**src/source/host_exer_config.svh**
```systemverilog
`ifndef HOST_EXER_CONFIG_SVH
`define HOST_EXER_CONFIG_SVH

// Register and memory data width
`define HE_DATA_W 64

// Line address width of one memory port
`define HE_ADDR_W 16

// Word address width of the register window
`define HE_MMIO_ADDR_W 8

// Number of memory exercise engines, one memory port each
`define HE_NUM_ENGINES 2

// Register map: globals sit below the first engine block
`define HE_ENG_BASE 16
`define HE_ENG_STRIDE 16

// Fixed 128-bit test ID, split into two register words
`define HE_TEST_ID_LO 64'h9e3c_51d7_a04b_62f8
`define HE_TEST_ID_HI 64'h3b7a_c2e1_58d4_0f96

`endif
```
**src/source/host_exer_pkg.sv**
```systemverilog
`default_nettype none

package host_exer_pkg;

    // Operation an engine runs after a start command
    typedef enum logic [1:0]
    {
        MODE_READ  = 2'd0,
        MODE_WRITE = 2'd1,
        MODE_RDWR  = 2'd2
    } eng_mode_e;

    // Engine sequencer states
    typedef enum logic [1:0]
    {
        ST_IDLE  = 2'd0,
        ST_WRITE = 2'd1,
        ST_READ  = 2'd2,
        ST_DRAIN = 2'd3
    } eng_state_e;

    // Register index inside one engine block
    // Indices 7 to 15 are unused and read as zero
    typedef enum logic [3:0]
    {
        CSR_CTRL     = 4'd0,
        CSR_BASE     = 4'd1,
        CSR_LINES    = 4'd2,
        CSR_SEED     = 4'd3,
        CSR_STATUS   = 4'd4,
        CSR_CHECKSUM = 4'd5,
        CSR_CYCLES   = 4'd6
    } eng_csr_e;

endpackage

`default_nettype wire

```
**src/source/engine_csr_if.sv**
```systemverilog
`default_nettype none
`timescale 1ns/1ps

`include "host_exer_config.svh"

// Link between the register manager and one engine
interface engine_csr_if import host_exer_pkg::*; ();

    // Every engine exposes a block of 16 register words
    localparam int NUM_CSRS = 16;

    // Write path, driven by the manager for one cycle per write
    logic                  wr_valid;
    eng_csr_e              wr_idx;
    logic [`HE_DATA_W-1:0] wr_data;

    // Read path, all words driven continuously by the engine
    logic [`HE_DATA_W-1:0] rd_data [NUM_CSRS];

    // Manager side decodes MMIO and picks the read word
    modport mgr
    (
        output wr_valid, wr_idx, wr_data,
        input  rd_data
    );

    // Engine side owns the register contents
    modport engine
    (
        input  wr_valid, wr_idx, wr_data,
        output rd_data
    );

endinterface

`default_nettype wire

```
**src/source/afu.sv**
```systemverilog
`default_nettype none
`timescale 1ns/1ps

`include "host_exer_config.svh"

module afu
(
    input  wire logic                                     clk,
    input  wire logic                                     rst_n,

    // Host register window
    input  wire logic                                     mmio_wr,
    input  wire logic                                     mmio_rd,
    input  wire logic [`HE_MMIO_ADDR_W-1:0]               mmio_addr,
    input  wire logic [`HE_DATA_W-1:0]                    mmio_wr_data,
    output logic                                          mmio_rd_valid,
    output logic [`HE_DATA_W-1:0]                         mmio_rd_data,

    // Memory ports, engine e owns bit e and slice e of each bus
    output logic [`HE_NUM_ENGINES-1:0]                    mem_wr,
    output logic [`HE_NUM_ENGINES-1:0]                    mem_rd,
    output logic [`HE_NUM_ENGINES*`HE_ADDR_W-1:0]         mem_addr,
    output logic [`HE_NUM_ENGINES*`HE_DATA_W-1:0]         mem_wr_data,
    input  wire logic [`HE_NUM_ENGINES-1:0]               mem_rsp_valid,
    input  wire logic [`HE_NUM_ENGINES*`HE_DATA_W-1:0]    mem_rsp_data
);

    localparam int NUM_ENGINES = `HE_NUM_ENGINES;

    // One register link per engine
    engine_csr_if eng_csr[NUM_ENGINES]();

    // ====================
    // Register manager
    // ====================

    csr_mgr
    #(
        .NUM_ENGINES  (NUM_ENGINES)
    )
    u_csr_mgr
    (
        .clk          (clk),
        .rst_n        (rst_n),
        .mmio_wr      (mmio_wr),
        .mmio_rd      (mmio_rd),
        .mmio_addr    (mmio_addr),
        .mmio_wr_data (mmio_wr_data),
        .mmio_rd_valid(mmio_rd_valid),
        .mmio_rd_data (mmio_rd_data),
        .eng_csr      (eng_csr)
    );

    // ====================
    // Engines
    // ====================

    for (genvar e = 0; e < NUM_ENGINES; e++)
    begin : g_eng
        // Engine number follows its memory port index
        host_mem_rdwr_engine
        #(
            .ENGINE_NUMBER(e)
        )
        u_eng
        (
            .clk          (clk),
            .rst_n        (rst_n),
            .mem_wr       (mem_wr[e]),
            .mem_rd       (mem_rd[e]),
            .mem_addr     (mem_addr[e*`HE_ADDR_W +: `HE_ADDR_W]),
            .mem_wr_data  (mem_wr_data[e*`HE_DATA_W +: `HE_DATA_W]),
            .mem_rsp_valid(mem_rsp_valid[e]),
            .mem_rsp_data (mem_rsp_data[e*`HE_DATA_W +: `HE_DATA_W]),
            .csrs         (eng_csr[e])
        );
    end

endmodule

`default_nettype wire

```
**src/source/csr_mgr.sv**
```systemverilog
`default_nettype none
`timescale 1ns/1ps

`include "host_exer_config.svh"

module csr_mgr import host_exer_pkg::*;
#(
    parameter int NUM_ENGINES = `HE_NUM_ENGINES
)
(
    input  wire logic                      clk,
    input  wire logic                      rst_n,

    // Host register window
    input  wire logic                      mmio_wr,
    input  wire logic                      mmio_rd,
    input  wire logic [`HE_MMIO_ADDR_W-1:0] mmio_addr,
    input  wire logic [`HE_DATA_W-1:0]     mmio_wr_data,
    output logic                           mmio_rd_valid,
    output logic [`HE_DATA_W-1:0]          mmio_rd_data,

    // One register link per engine
    engine_csr_if.mgr                      eng_csr[NUM_ENGINES]
);

    // Engine blocks are a power of two apart, so selection is a shift
    localparam int STRIDE_SHIFT = $clog2(`HE_ENG_STRIDE);

    localparam logic [`HE_DATA_W-1:0] ENG_COUNT = NUM_ENGINES;

    // ====================
    // Address decode
    // ====================

    logic                       is_global;
    logic [`HE_MMIO_ADDR_W-1:0] eng_off;
    logic [`HE_MMIO_ADDR_W-1:0] eng_sel;
    logic                       eng_hit;
    eng_csr_e                   reg_idx;

    assign is_global = (mmio_addr < `HE_ENG_BASE);
    assign eng_off   = mmio_addr - `HE_ENG_BASE;
    assign eng_sel   = eng_off >> STRIDE_SHIFT;

    // Addresses past the last engine hit nothing
    assign eng_hit   = !is_global && (eng_sel < NUM_ENGINES);
    assign reg_idx   = eng_csr_e'(mmio_addr[3:0]);

    // Scratch register for host sanity checks
    logic [`HE_DATA_W-1:0] scratch;

    always_ff @(posedge clk)
    begin
        if (!rst_n)
        begin
            scratch <= '0;
        end
        else if (mmio_wr && (mmio_addr == 3))
        begin
            scratch <= mmio_wr_data;
        end
    end

    // ====================
    // Engine fan-out
    // ====================

    logic [`HE_DATA_W-1:0] eng_rd_word [NUM_ENGINES];

    for (genvar e = 0; e < NUM_ENGINES; e++)
    begin : g_eng
        // Write strobe passes through in the same cycle as mmio_wr
        assign eng_csr[e].wr_valid = mmio_wr && eng_hit && (eng_sel == e);
        assign eng_csr[e].wr_idx   = reg_idx;
        assign eng_csr[e].wr_data  = mmio_wr_data;

        // Pick this engine's addressed word ahead of the final mux
        assign eng_rd_word[e] = eng_csr[e].rd_data[reg_idx];
    end

    // Read word for the current address
    logic [`HE_DATA_W-1:0] rd_word;

    always_comb
    begin
        rd_word = '0;
        if (is_global)
        begin
            case (mmio_addr)
                0:       rd_word = `HE_TEST_ID_LO;
                1:       rd_word = `HE_TEST_ID_HI;
                2:       rd_word = ENG_COUNT;
                3:       rd_word = scratch;
                default: rd_word = '0;
            endcase
        end
        else if (eng_hit)
        begin
            for (int e = 0; e < NUM_ENGINES; e++)
            begin
                if (eng_sel == e)
                begin
                    rd_word = eng_rd_word[e];
                end
            end
        end
    end

    // Read response one cycle after the strobe
    always_ff @(posedge clk)
    begin
        if (!rst_n)
        begin
            mmio_rd_valid <= 1'b0;
        end
        else
        begin
            mmio_rd_valid <= mmio_rd;
        end
    end

    always_ff @(posedge clk)
    begin
        if (mmio_rd)
        begin
            mmio_rd_data <= rd_word;
        end
    end

    // The window has a single address, shared by both strobes
    a_no_rd_wr: assert property (@(posedge clk) disable iff (!rst_n)
        !(mmio_wr && mmio_rd))
        else $error("host raised mmio_wr and mmio_rd together");

endmodule

`default_nettype wire

```
**src/source/host_mem_rdwr_engine.sv**
```systemverilog
`default_nettype none
`timescale 1ns/1ps

`include "host_exer_config.svh"

module host_mem_rdwr_engine import host_exer_pkg::*;
#(
    parameter int ENGINE_NUMBER = 0
)
(
    input  wire logic                  clk,
    input  wire logic                  rst_n,

    // Memory port with one line per request
    output logic                       mem_wr,
    output logic                       mem_rd,
    output logic [`HE_ADDR_W-1:0]      mem_addr,
    output logic [`HE_DATA_W-1:0]      mem_wr_data,
    input  wire logic                  mem_rsp_valid,
    input  wire logic [`HE_DATA_W-1:0] mem_rsp_data,

    // Register link from the manager
    engine_csr_if.engine               csrs
);

    // Zero padding from a line address up to a data word
    localparam int PAD_W = `HE_DATA_W - `HE_ADDR_W;

    // ====================
    // Host programmed registers
    // ====================

    eng_mode_e             mode;
    logic [`HE_ADDR_W-1:0] base;
    logic [`HE_ADDR_W-1:0] lines;
    logic [`HE_DATA_W-1:0] seed;

    // Run state
    eng_state_e            state;
    logic                  active;
    logic                  done;
    logic [`HE_ADDR_W-1:0] req_cnt;
    logic [`HE_ADDR_W-1:0] rsp_cnt;
    logic [`HE_DATA_W-1:0] checksum;
    logic [`HE_DATA_W-1:0] cycles;

    // Control decode
    logic                  ctrl_wr;
    logic                  start_req;
    eng_mode_e             new_mode;
    logic                  last_req;
    logic                  last_rsp;

    assign ctrl_wr   = csrs.wr_valid && (csrs.wr_idx == CSR_CTRL);
    assign new_mode  = eng_mode_e'(csrs.wr_data[1:0]);

    // A start is honoured only from idle and is dropped otherwise
    assign start_req = ctrl_wr && csrs.wr_data[8] && (state == ST_IDLE);

    assign active    = (state != ST_IDLE);
    assign last_req  = (req_cnt == lines - 1'b1);

    // Responses come back in order, so the count alone finds the last one
    assign last_rsp  = mem_rsp_valid && (rsp_cnt == lines - 1'b1);

    // Configuration writes change the mode only while idle
    always_ff @(posedge clk)
    begin
        if (!rst_n)
        begin
            mode  <= MODE_READ;
            base  <= '0;
            lines <= '0;
            seed  <= '0;
        end
        else if (csrs.wr_valid)
        begin
            case (csrs.wr_idx)
                CSR_CTRL:  if (state == ST_IDLE) mode <= new_mode;
                CSR_BASE:  base  <= csrs.wr_data[`HE_ADDR_W-1:0];
                CSR_LINES: lines <= csrs.wr_data[`HE_ADDR_W-1:0];
                CSR_SEED:  seed  <= csrs.wr_data;
                default:   ;
            endcase
        end
    end

    // ====================
    // Sequencer
    // ====================

    always_ff @(posedge clk)
    begin
        if (!rst_n)
        begin
            state    <= ST_IDLE;
            done     <= 1'b0;
            req_cnt  <= '0;
            rsp_cnt  <= '0;
            checksum <= '0;
            cycles   <= '0;
        end
        else
        begin
            // Run time counts every cycle spent out of idle
            if (active)
            begin
                cycles <= cycles + 1'b1;
            end

            // Fold every returned line into the checksum
            if (mem_rsp_valid)
            begin
                checksum <= checksum ^ mem_rsp_data;
                rsp_cnt  <= rsp_cnt + 1'b1;
            end

            case (state)
                ST_IDLE:
                begin
                    if (start_req)
                    begin
                        checksum <= '0;
                        cycles   <= '0;
                        req_cnt  <= '0;
                        rsp_cnt  <= '0;
                        // An empty run is finished right away
                        done     <= (lines == '0);
                        if (lines != '0)
                        begin
                            state <= (new_mode == MODE_READ) ? ST_READ : ST_WRITE;
                        end
                    end
                end

                ST_WRITE:
                begin
                    req_cnt <= req_cnt + 1'b1;
                    if (last_req)
                    begin
                        req_cnt <= '0;
                        if (mode == MODE_RDWR)
                        begin
                            state <= ST_READ;
                        end
                        else
                        begin
                            state <= ST_IDLE;
                            done  <= 1'b1;
                        end
                    end
                end

                ST_READ:
                begin
                    req_cnt <= req_cnt + 1'b1;
                    if (last_req)
                    begin
                        state <= ST_DRAIN;
                    end
                end

                ST_DRAIN:
                begin
                    // Wait for the reads still in flight
                    if (last_rsp)
                    begin
                        state <= ST_IDLE;
                        done  <= 1'b1;
                    end
                end

                default: state <= ST_IDLE;
            endcase
        end
    end

    // Requests go out straight from the state at one per cycle
    assign mem_wr      = (state == ST_WRITE);
    assign mem_rd      = (state == ST_READ);
    assign mem_addr    = base + req_cnt;
    assign mem_wr_data = seed ^ {{PAD_W{1'b0}}, mem_addr};

    // Unused words of the readable register block stay zero
    always_comb
    begin
        for (int i = 0; i < csrs.NUM_CSRS; i++)
        begin
            csrs.rd_data[i] = '0;
        end
        csrs.rd_data[CSR_BASE]     = {{PAD_W{1'b0}}, base};
        csrs.rd_data[CSR_LINES]    = {{PAD_W{1'b0}}, lines};
        csrs.rd_data[CSR_SEED]     = seed;
        csrs.rd_data[CSR_STATUS]   = {{(`HE_DATA_W-2){1'b0}}, done, active};
        csrs.rd_data[CSR_CHECKSUM] = checksum;
        csrs.rd_data[CSR_CYCLES]   = cycles;
    end

    // ====================
    // Checks
    // ====================

    // A write in read mode or a read in write mode means the sequencer took the wrong path
    a_mode_request: assert property (@(posedge clk) disable iff (!rst_n)
        !(mem_wr && (mode == MODE_READ)) && !(mem_rd && (mode == MODE_WRITE)))
        else $error("engine %0d: request does not match the mode", ENGINE_NUMBER);

    // The memory must not answer more reads than the engine sent
    a_no_idle_rsp: assert property (@(posedge clk) disable iff (!rst_n)
        mem_rsp_valid |-> (state != ST_IDLE))
        else $error("engine %0d: response while idle", ENGINE_NUMBER);

endmodule

`default_nettype wire

```
**config.mk**
```make
export PLATFORM = sky130hd
export DESIGN_NAME = afu
export DESIGN_NICKNAME = d
export VERILOG_FILES = /design/src/source/host_exer_pkg.sv /design/src/source/engine_csr_if.sv /design/src/source/afu.sv /design/src/source/csr_mgr.sv /design/src/source/host_mem_rdwr_engine.sv
export VERILOG_INCLUDE_DIRS = /design/src /design/src/source
export SDC_FILE = /design/constraint.sdc
export NUM_CORES = 2
export LEC_CHECK = 0
export ABC_CLOCK_PERIOD_IN_PS = 7250
export BUFFER_PORTS_ARGS = -buffer_cell sky130_fd_sc_hd__buf_2
export CORE_MARGIN = 2
export CORE_UTILIZATION = 63
export CTS_CLUSTER_SIZE = 25
export DETAILED_ROUTE_END_ITERATION = 8
export GPL_TIMING_DRIVEN = 0
export HOLD_SLACK_MARGIN = 0.15
export PLACE_DENSITY = 0.84
export SYNTH_ARGS = -nofsm -noshare
export SYNTH_HDL_FRONTEND = slang
export SYNTH_SLANG_ARGS = --single-unit
```
**constraint.sdc**
```tcl
create_clock -name clk -period 7.25 [get_ports clk]
set_input_delay 2.175 -clock clk [delete_from_list [all_inputs] [get_ports clk]]
set_output_delay 2.175 -clock clk [all_outputs]
set_load 0.02 [all_outputs]
```
Word level (Yosys, flattened, before mapping). Cells that the tools add are included.

Add/subtract/negate cells: 11. Magnitude comparators: 3. Eq/ne operators: 31. Muxes and demuxes: 60. Bitwise gates (word level): 5. Reductions and logical operators: 44.

Operators by type and width (number): two-way mux 64 bit (20); binary-select mux 64 bit (select 4 bit) (2); case mux 64 bit (4 select lines) (1); two-way mux 16 bit (10); adder 64 x 1 -> 64 bit (second input constant) (2); XOR 64 x 16 -> 64 bit (2); XOR 64 bit (2); case mux 16 bit (3 select lines) (2); adder 16 x 1 -> 16 bit (second input constant) (4); equality test 16 bit (4); adder 16 bit (2); logical NOT 16 bit (2); nonzero test 16 bit (2); subtractor 16 x 1 -> 16 bit (second input constant) (2); two-way mux 2 bit (13); AND reduction 5 bit (4); equality test 8 x 2 -> 1 bit (second input constant) (2); logical NOT 8 bit (2); inequality test 2 bit (second input constant) (8); case mux 2 bit (4 select lines) (2); AND reduction 2 bit (8); logical AND 1 bit (13); equality test 2 bit (second input constant) (6); nonzero test 3 bit (4); 17 further kinds (35).

Register bits: 651. Input port bits: 206. Word-level logic and storage cells: 177.

Logic depth before layout (Yosys ltp).
Depth in word-level cells: 10. Gate-level depth with buffers: 14.

Cells and area by module. From an unflattened synthesis, not the netlist that was laid out.

Cell total of the unflattened synthesis: 6675. Area total of the unflattened synthesis: 59872.4 um^2.

Modules (own cells, without submodules): csr_mgr (times used 1, cells an instance 1888, area an instance 22052.4 um^2, seq. area each 3223.1 um^2); host_mem_rdwr_engine at g_eng[0].u_eng (times used 1, cells an instance 2407, area an instance 18923.1 um^2, seq. area each 5225.0 um^2); host_mem_rdwr_engine at g_eng[1].u_eng (times used 1, cells an instance 2380, area an instance 18896.9 um^2, seq. area each 5225.0 um^2).

Worst setup path after synthesis. No wires, ideal clock.

Kind: register to output. Start point: reg g_eng[0].u_eng.req_cnt[0]. End point: out mem_wr_data[14]. Arrival: 2.791 ns. Setup slack: 2.284 ns. Stages on the path, launching flop included: 12. Path buffers: 0. Cells stage by stage: dfxtp_1 -> ha_1 -> fa_1 -> a21o_1 -> a21oi_1 -> o21ai_0 -> nand2_1 -> o2111ai_1 -> a31o_2 -> a21oi_1 -> xnor2_1 -> xor2_1.

Longest elaborated chain between the ends: 2.

RTL lines: start, declared (line host_mem_rdwr_engine.sv:42) `` logic [`HE_ADDR_W-1:0] req_cnt; ``; start signal, assigned (line host_mem_rdwr_engine.sv:138) `req_cnt <= req_cnt + 1'b1;`; start signal, assigned (line host_mem_rdwr_engine.sv:156) `req_cnt <= req_cnt + 1'b1;`; adder 16 bit (line host_mem_rdwr_engine.sv:181) `assign mem_addr = base + req_cnt;`; net mem_addr[14] (line afu.sv:22) `` output logic [`HE_NUM_ENGINES*`HE_ADDR_W-1:0] mem_addr, ``; XOR 64 x 16 -> 64 bit (line host_mem_rdwr_engine.sv:182) `assign mem_wr_data = seed ^ {{PAD_W{1'b0}}, mem_addr};`; end, declared (line afu.sv:23) `` output logic [`HE_NUM_ENGINES*`HE_DATA_W-1:0] mem_wr_data, ``.

The timed path passes the listed nets, and every way through them passes these cells.

Worst setup path in the final report.
Start point: reg g_eng[0].u_eng.req_cnt[0]. End point: out mem_wr_data[14].

Longest elaborated chain between the ends: 2.

RTL lines (line): adder 16 bit (host_mem_rdwr_engine.sv:181); XOR 64 x 16 -> 64 bit (host_mem_rdwr_engine.sv:182).

No other way between the ends.

==> impl_results.md <==
- Outcome: completed
- Worst-Skew Late Latency: ~0.63 ns
- Die area: about 0.055 sq mm
- Cts repair resizes: 0
- Initial drt markers: 4,153
- DR vias: 33,300
- Max-Cap Viols: 0
- Reg2reg end: g_eng[1].u_eng.cycles[63]
- Syn Inst Count: 4,063
- Period utilisation layout: 0.803
- CP Capture Type: output port
- Antenna violations before repair: 8
- Part of the power in registers: 0.463
- Mapped Avg Cell Area: slightly above 8 sq um
- Hold_buf cts: 0
- Tot GR Track Use: 0.433
- Area leader, netlist: dfxtp_1
- Dominant synthesized flop cell: dfxtp_1
- Reg2reg start: g_eng[1].u_eng.state[0]
- Crit-path max FO: 7
- Hold Fails Final Rpt: 0
- GP Congestion: between 1 and 1.5
- Clock sinks: 651
- CTS buffer count: 69
- Root Driver: clkbuf_16
- Rel. slew slack: 0.0997
- Slack of the worst reg-to-reg path: between 2 and 3 ns
- Grt ovf: 0
- Asr flop ratio synth: 0
- Final setup violation count: 0
- RSZ-0062 raised after global routing: false
- Postcts setup bufs: 0
- Yosys cell types: 86
- Placed Area: 0.0369 sq mm
- Design Area, Final: 0.0393 sq mm
- Max IR drop VDD: 0.170 mV
- Tmin final: roughly 5.8 ns
- Switching power: 2020 uW
- FF-to-FF path depth: 12
- Worst setup startpoint: g_eng[0].u_eng.req_cnt[0]
- CP Class: flip-flop to output port
- Core area: between 0.05 and 0.06 sq mm
- Largest net degree at the start of global routing: 36
- Hold Crit Class: flip-flop to flip-flop
- Worst-case clock skew: 0.0257 ns
- Hold_sp: u_csr_mgr.scratch[53]
- Hold path depth: 2
- Number of max-slew violations in the final report: 0
- I/O pin total: 435
- Sequential share of the synthesized area: 0.405
- Total wire length: 125,000 um
- Area Growth Syn to Fin: 16.3%
- # H-tree levels: 3
- DR pass1 iterations: 8
- Leakage: 0.0157 uW
- Vias in the first global route: 30,900
- Logic pwr share: 0.071
- Slew @ Worst Pin: 1.35 ns
- Crit path launch type: flip-flop
- Synthesized area: 0.0338 sq mm
- TritonCTS clock tree: built
- Clock power share: 0.465
- Pwr Total: 8160 uW
- CTS Buffer Depth: 3
- Worst path arrival time: 3.65 ns
- Dpl hpwl: between 90,000 and 100,000 um
- Setup_tns: 0 ns
- #FFs+latches synth: ~650
- Highest clock rate: about 170 MHz
- # rows: 84
- Critical Path RT: between 5 and 6 ns
- Antenna viol nets, final: 0
- Top cells by area, synth: dfxtp_1, nand2_1, xor2_1
- # port buffers: between 400 and 500
- Wirelength per Cell: 23.4 um
- Initial Util: 0.640
- Die width: ~240 um
- Yosys warning count: 0
- Drt via density: between 6 and 7
- Ratio of cells with drive above 1 in the final layout: 0.158
- Number of synthesized flops with an enable pin: 64
- Worst-path clk slew: 0.06 ns
- First-pass GRT wire length: approximately 180,000 um
- # DRC: 0
- Int Power: 6140 uW
- Post-synth top area share: 0.348
- Switch share: 0.247
- Die Ht: about 240 um
- Fin nets: 4,822
- Net Count, Synth: 4,320
- Power per cell area: 208 mW/mm^2
- Hold Crit Endpoint: u_csr_mgr.scratch[53]
[stage by stage]
step	hold WS, ns	setup WS, ns	std cells	utilization
after floorplan	0.437	2.28	4063	-
after global placement	0.442	0.756	5177	0.697
after detailed placement	0.446	1.33	5182	0.698
after CTS	0.454	1.45	5307	0.744
after global routing	0.476	1.26	5311	0.744
final	0.457	1.43	5314	0.744
[flip-flops by register name, indices dropped and copies added, names as in the netlist]
name,flops
g_eng.u_eng.base,32
g_eng.u_eng.checksum,128
g_eng.u_eng.cycles,128
g_eng.u_eng.done,2
g_eng.u_eng.lines,32
g_eng.u_eng.mode,4
g_eng.u_eng.req_cnt,32
g_eng.u_eng.rsp_cnt,32
g_eng.u_eng.seed,128
g_eng.u_eng.state,4
u_csr_mgr.mmio_rd_data,64
u_csr_mgr.mmio_rd_valid,1
u_csr_mgr.scratch,64
[layout make-up]
type	count	area, sq um
clock inverter	34	464
clock buffer	91	1940
sequential	651	13700
buffer	380	1860
antenna	7	17.5
fill	3975	13500
tap	688	861
multi-input combinational	2992	18100
inverter	40	150
timing repair buffer	431	2190
[power by group through the flow]
stage          Combinational [uW]  Sequential (uW)  Clock (uW)
2_1_floorplan                 281             3850           0
3_3_place_gp                  544             3860           0
3_5_place_dp                  554             3860           0
4_1_cts                       560             3780        3760
5_1_grt                       609             3780        3920
6_report                      582             3780        3800
[Yosys cell counts, drive strengths merged (86+ instances only)]
cell type and number:
nand2 737, dfxtp 587, nor2 438, xor2 298, clkbuf 249, a21oi 217
buf 131, o21ai 128, a22oi 127, xnor2 117, a21boi 116, nand3 86
[worst max-delay path, cell delays in order (launching register included)]
cell and delay [ns]:
dfxtp_1 0.42, ha_1 0.27, fa_1 0.41, a21o_1 0.18
a21oi_1 0.30, o21ai_0 0.18, nand2_1 0.12, o2111ai_1 0.17
a31o_2 0.26, a21oi_1 0.17, xnor2_1 0.17, xor2_1 0.17
buf_2 0.18
[logic make-up after synthesis]
group / count (synthesis) / share of synthesized area
AOI/OAI and AO/OA: 894 / 0.181
xor gates and xnor gates: 419 / 0.110
adders and majority gates: 51 / 0.0193
buffers and inverters: 420 / 0.0596
DFF: 651 / 0.405
muxes: 63 / 0.0196
and+or+nand+nor: 1565 / 0.205
[how the worst max path moves through the flow]
stage / endpoint / cells after the start
after global placement: g_eng[0].u_eng.cycles[41] / 9
after detailed placement: g_eng[1].u_eng.checksum[56] / 10
final: mem_wr_data[14] / 12
after floorplan: mem_wr_data[14] / 11
after CTS: mem_wr_data[14] / 12
after global routing: mem_wr_data[14] / 12
[cell usage in the layout (no fill, tap or decap), types with 49 or more instances in the layout]
cell and count:
clkbuf_1 260, dfxtp_1 587, a22o_1 72, clkbuf_16 71, nor2_1 437, a21boi_0 116, xnor2_1 117, o21ai_0 125
xor2_1 298, nand3_1 86, ha_1 49, nand2_1 737, edfxtp_1 64, buf_2 431, a21oi_1 216, buf_4 105
a22oi_1 127
[routing by layer]
layer  GRT usage  vias to the layer above  part of all wire
met5           0                        -           0.00022
met1       0.535                    15400              0.37
met2       0.673                     2298              0.44
li1            -                    15000                 -
met4       0.283                        4             0.073
met3       0.109                      560              0.12
No activity file was read; power rests on OpenSTA's default activity.
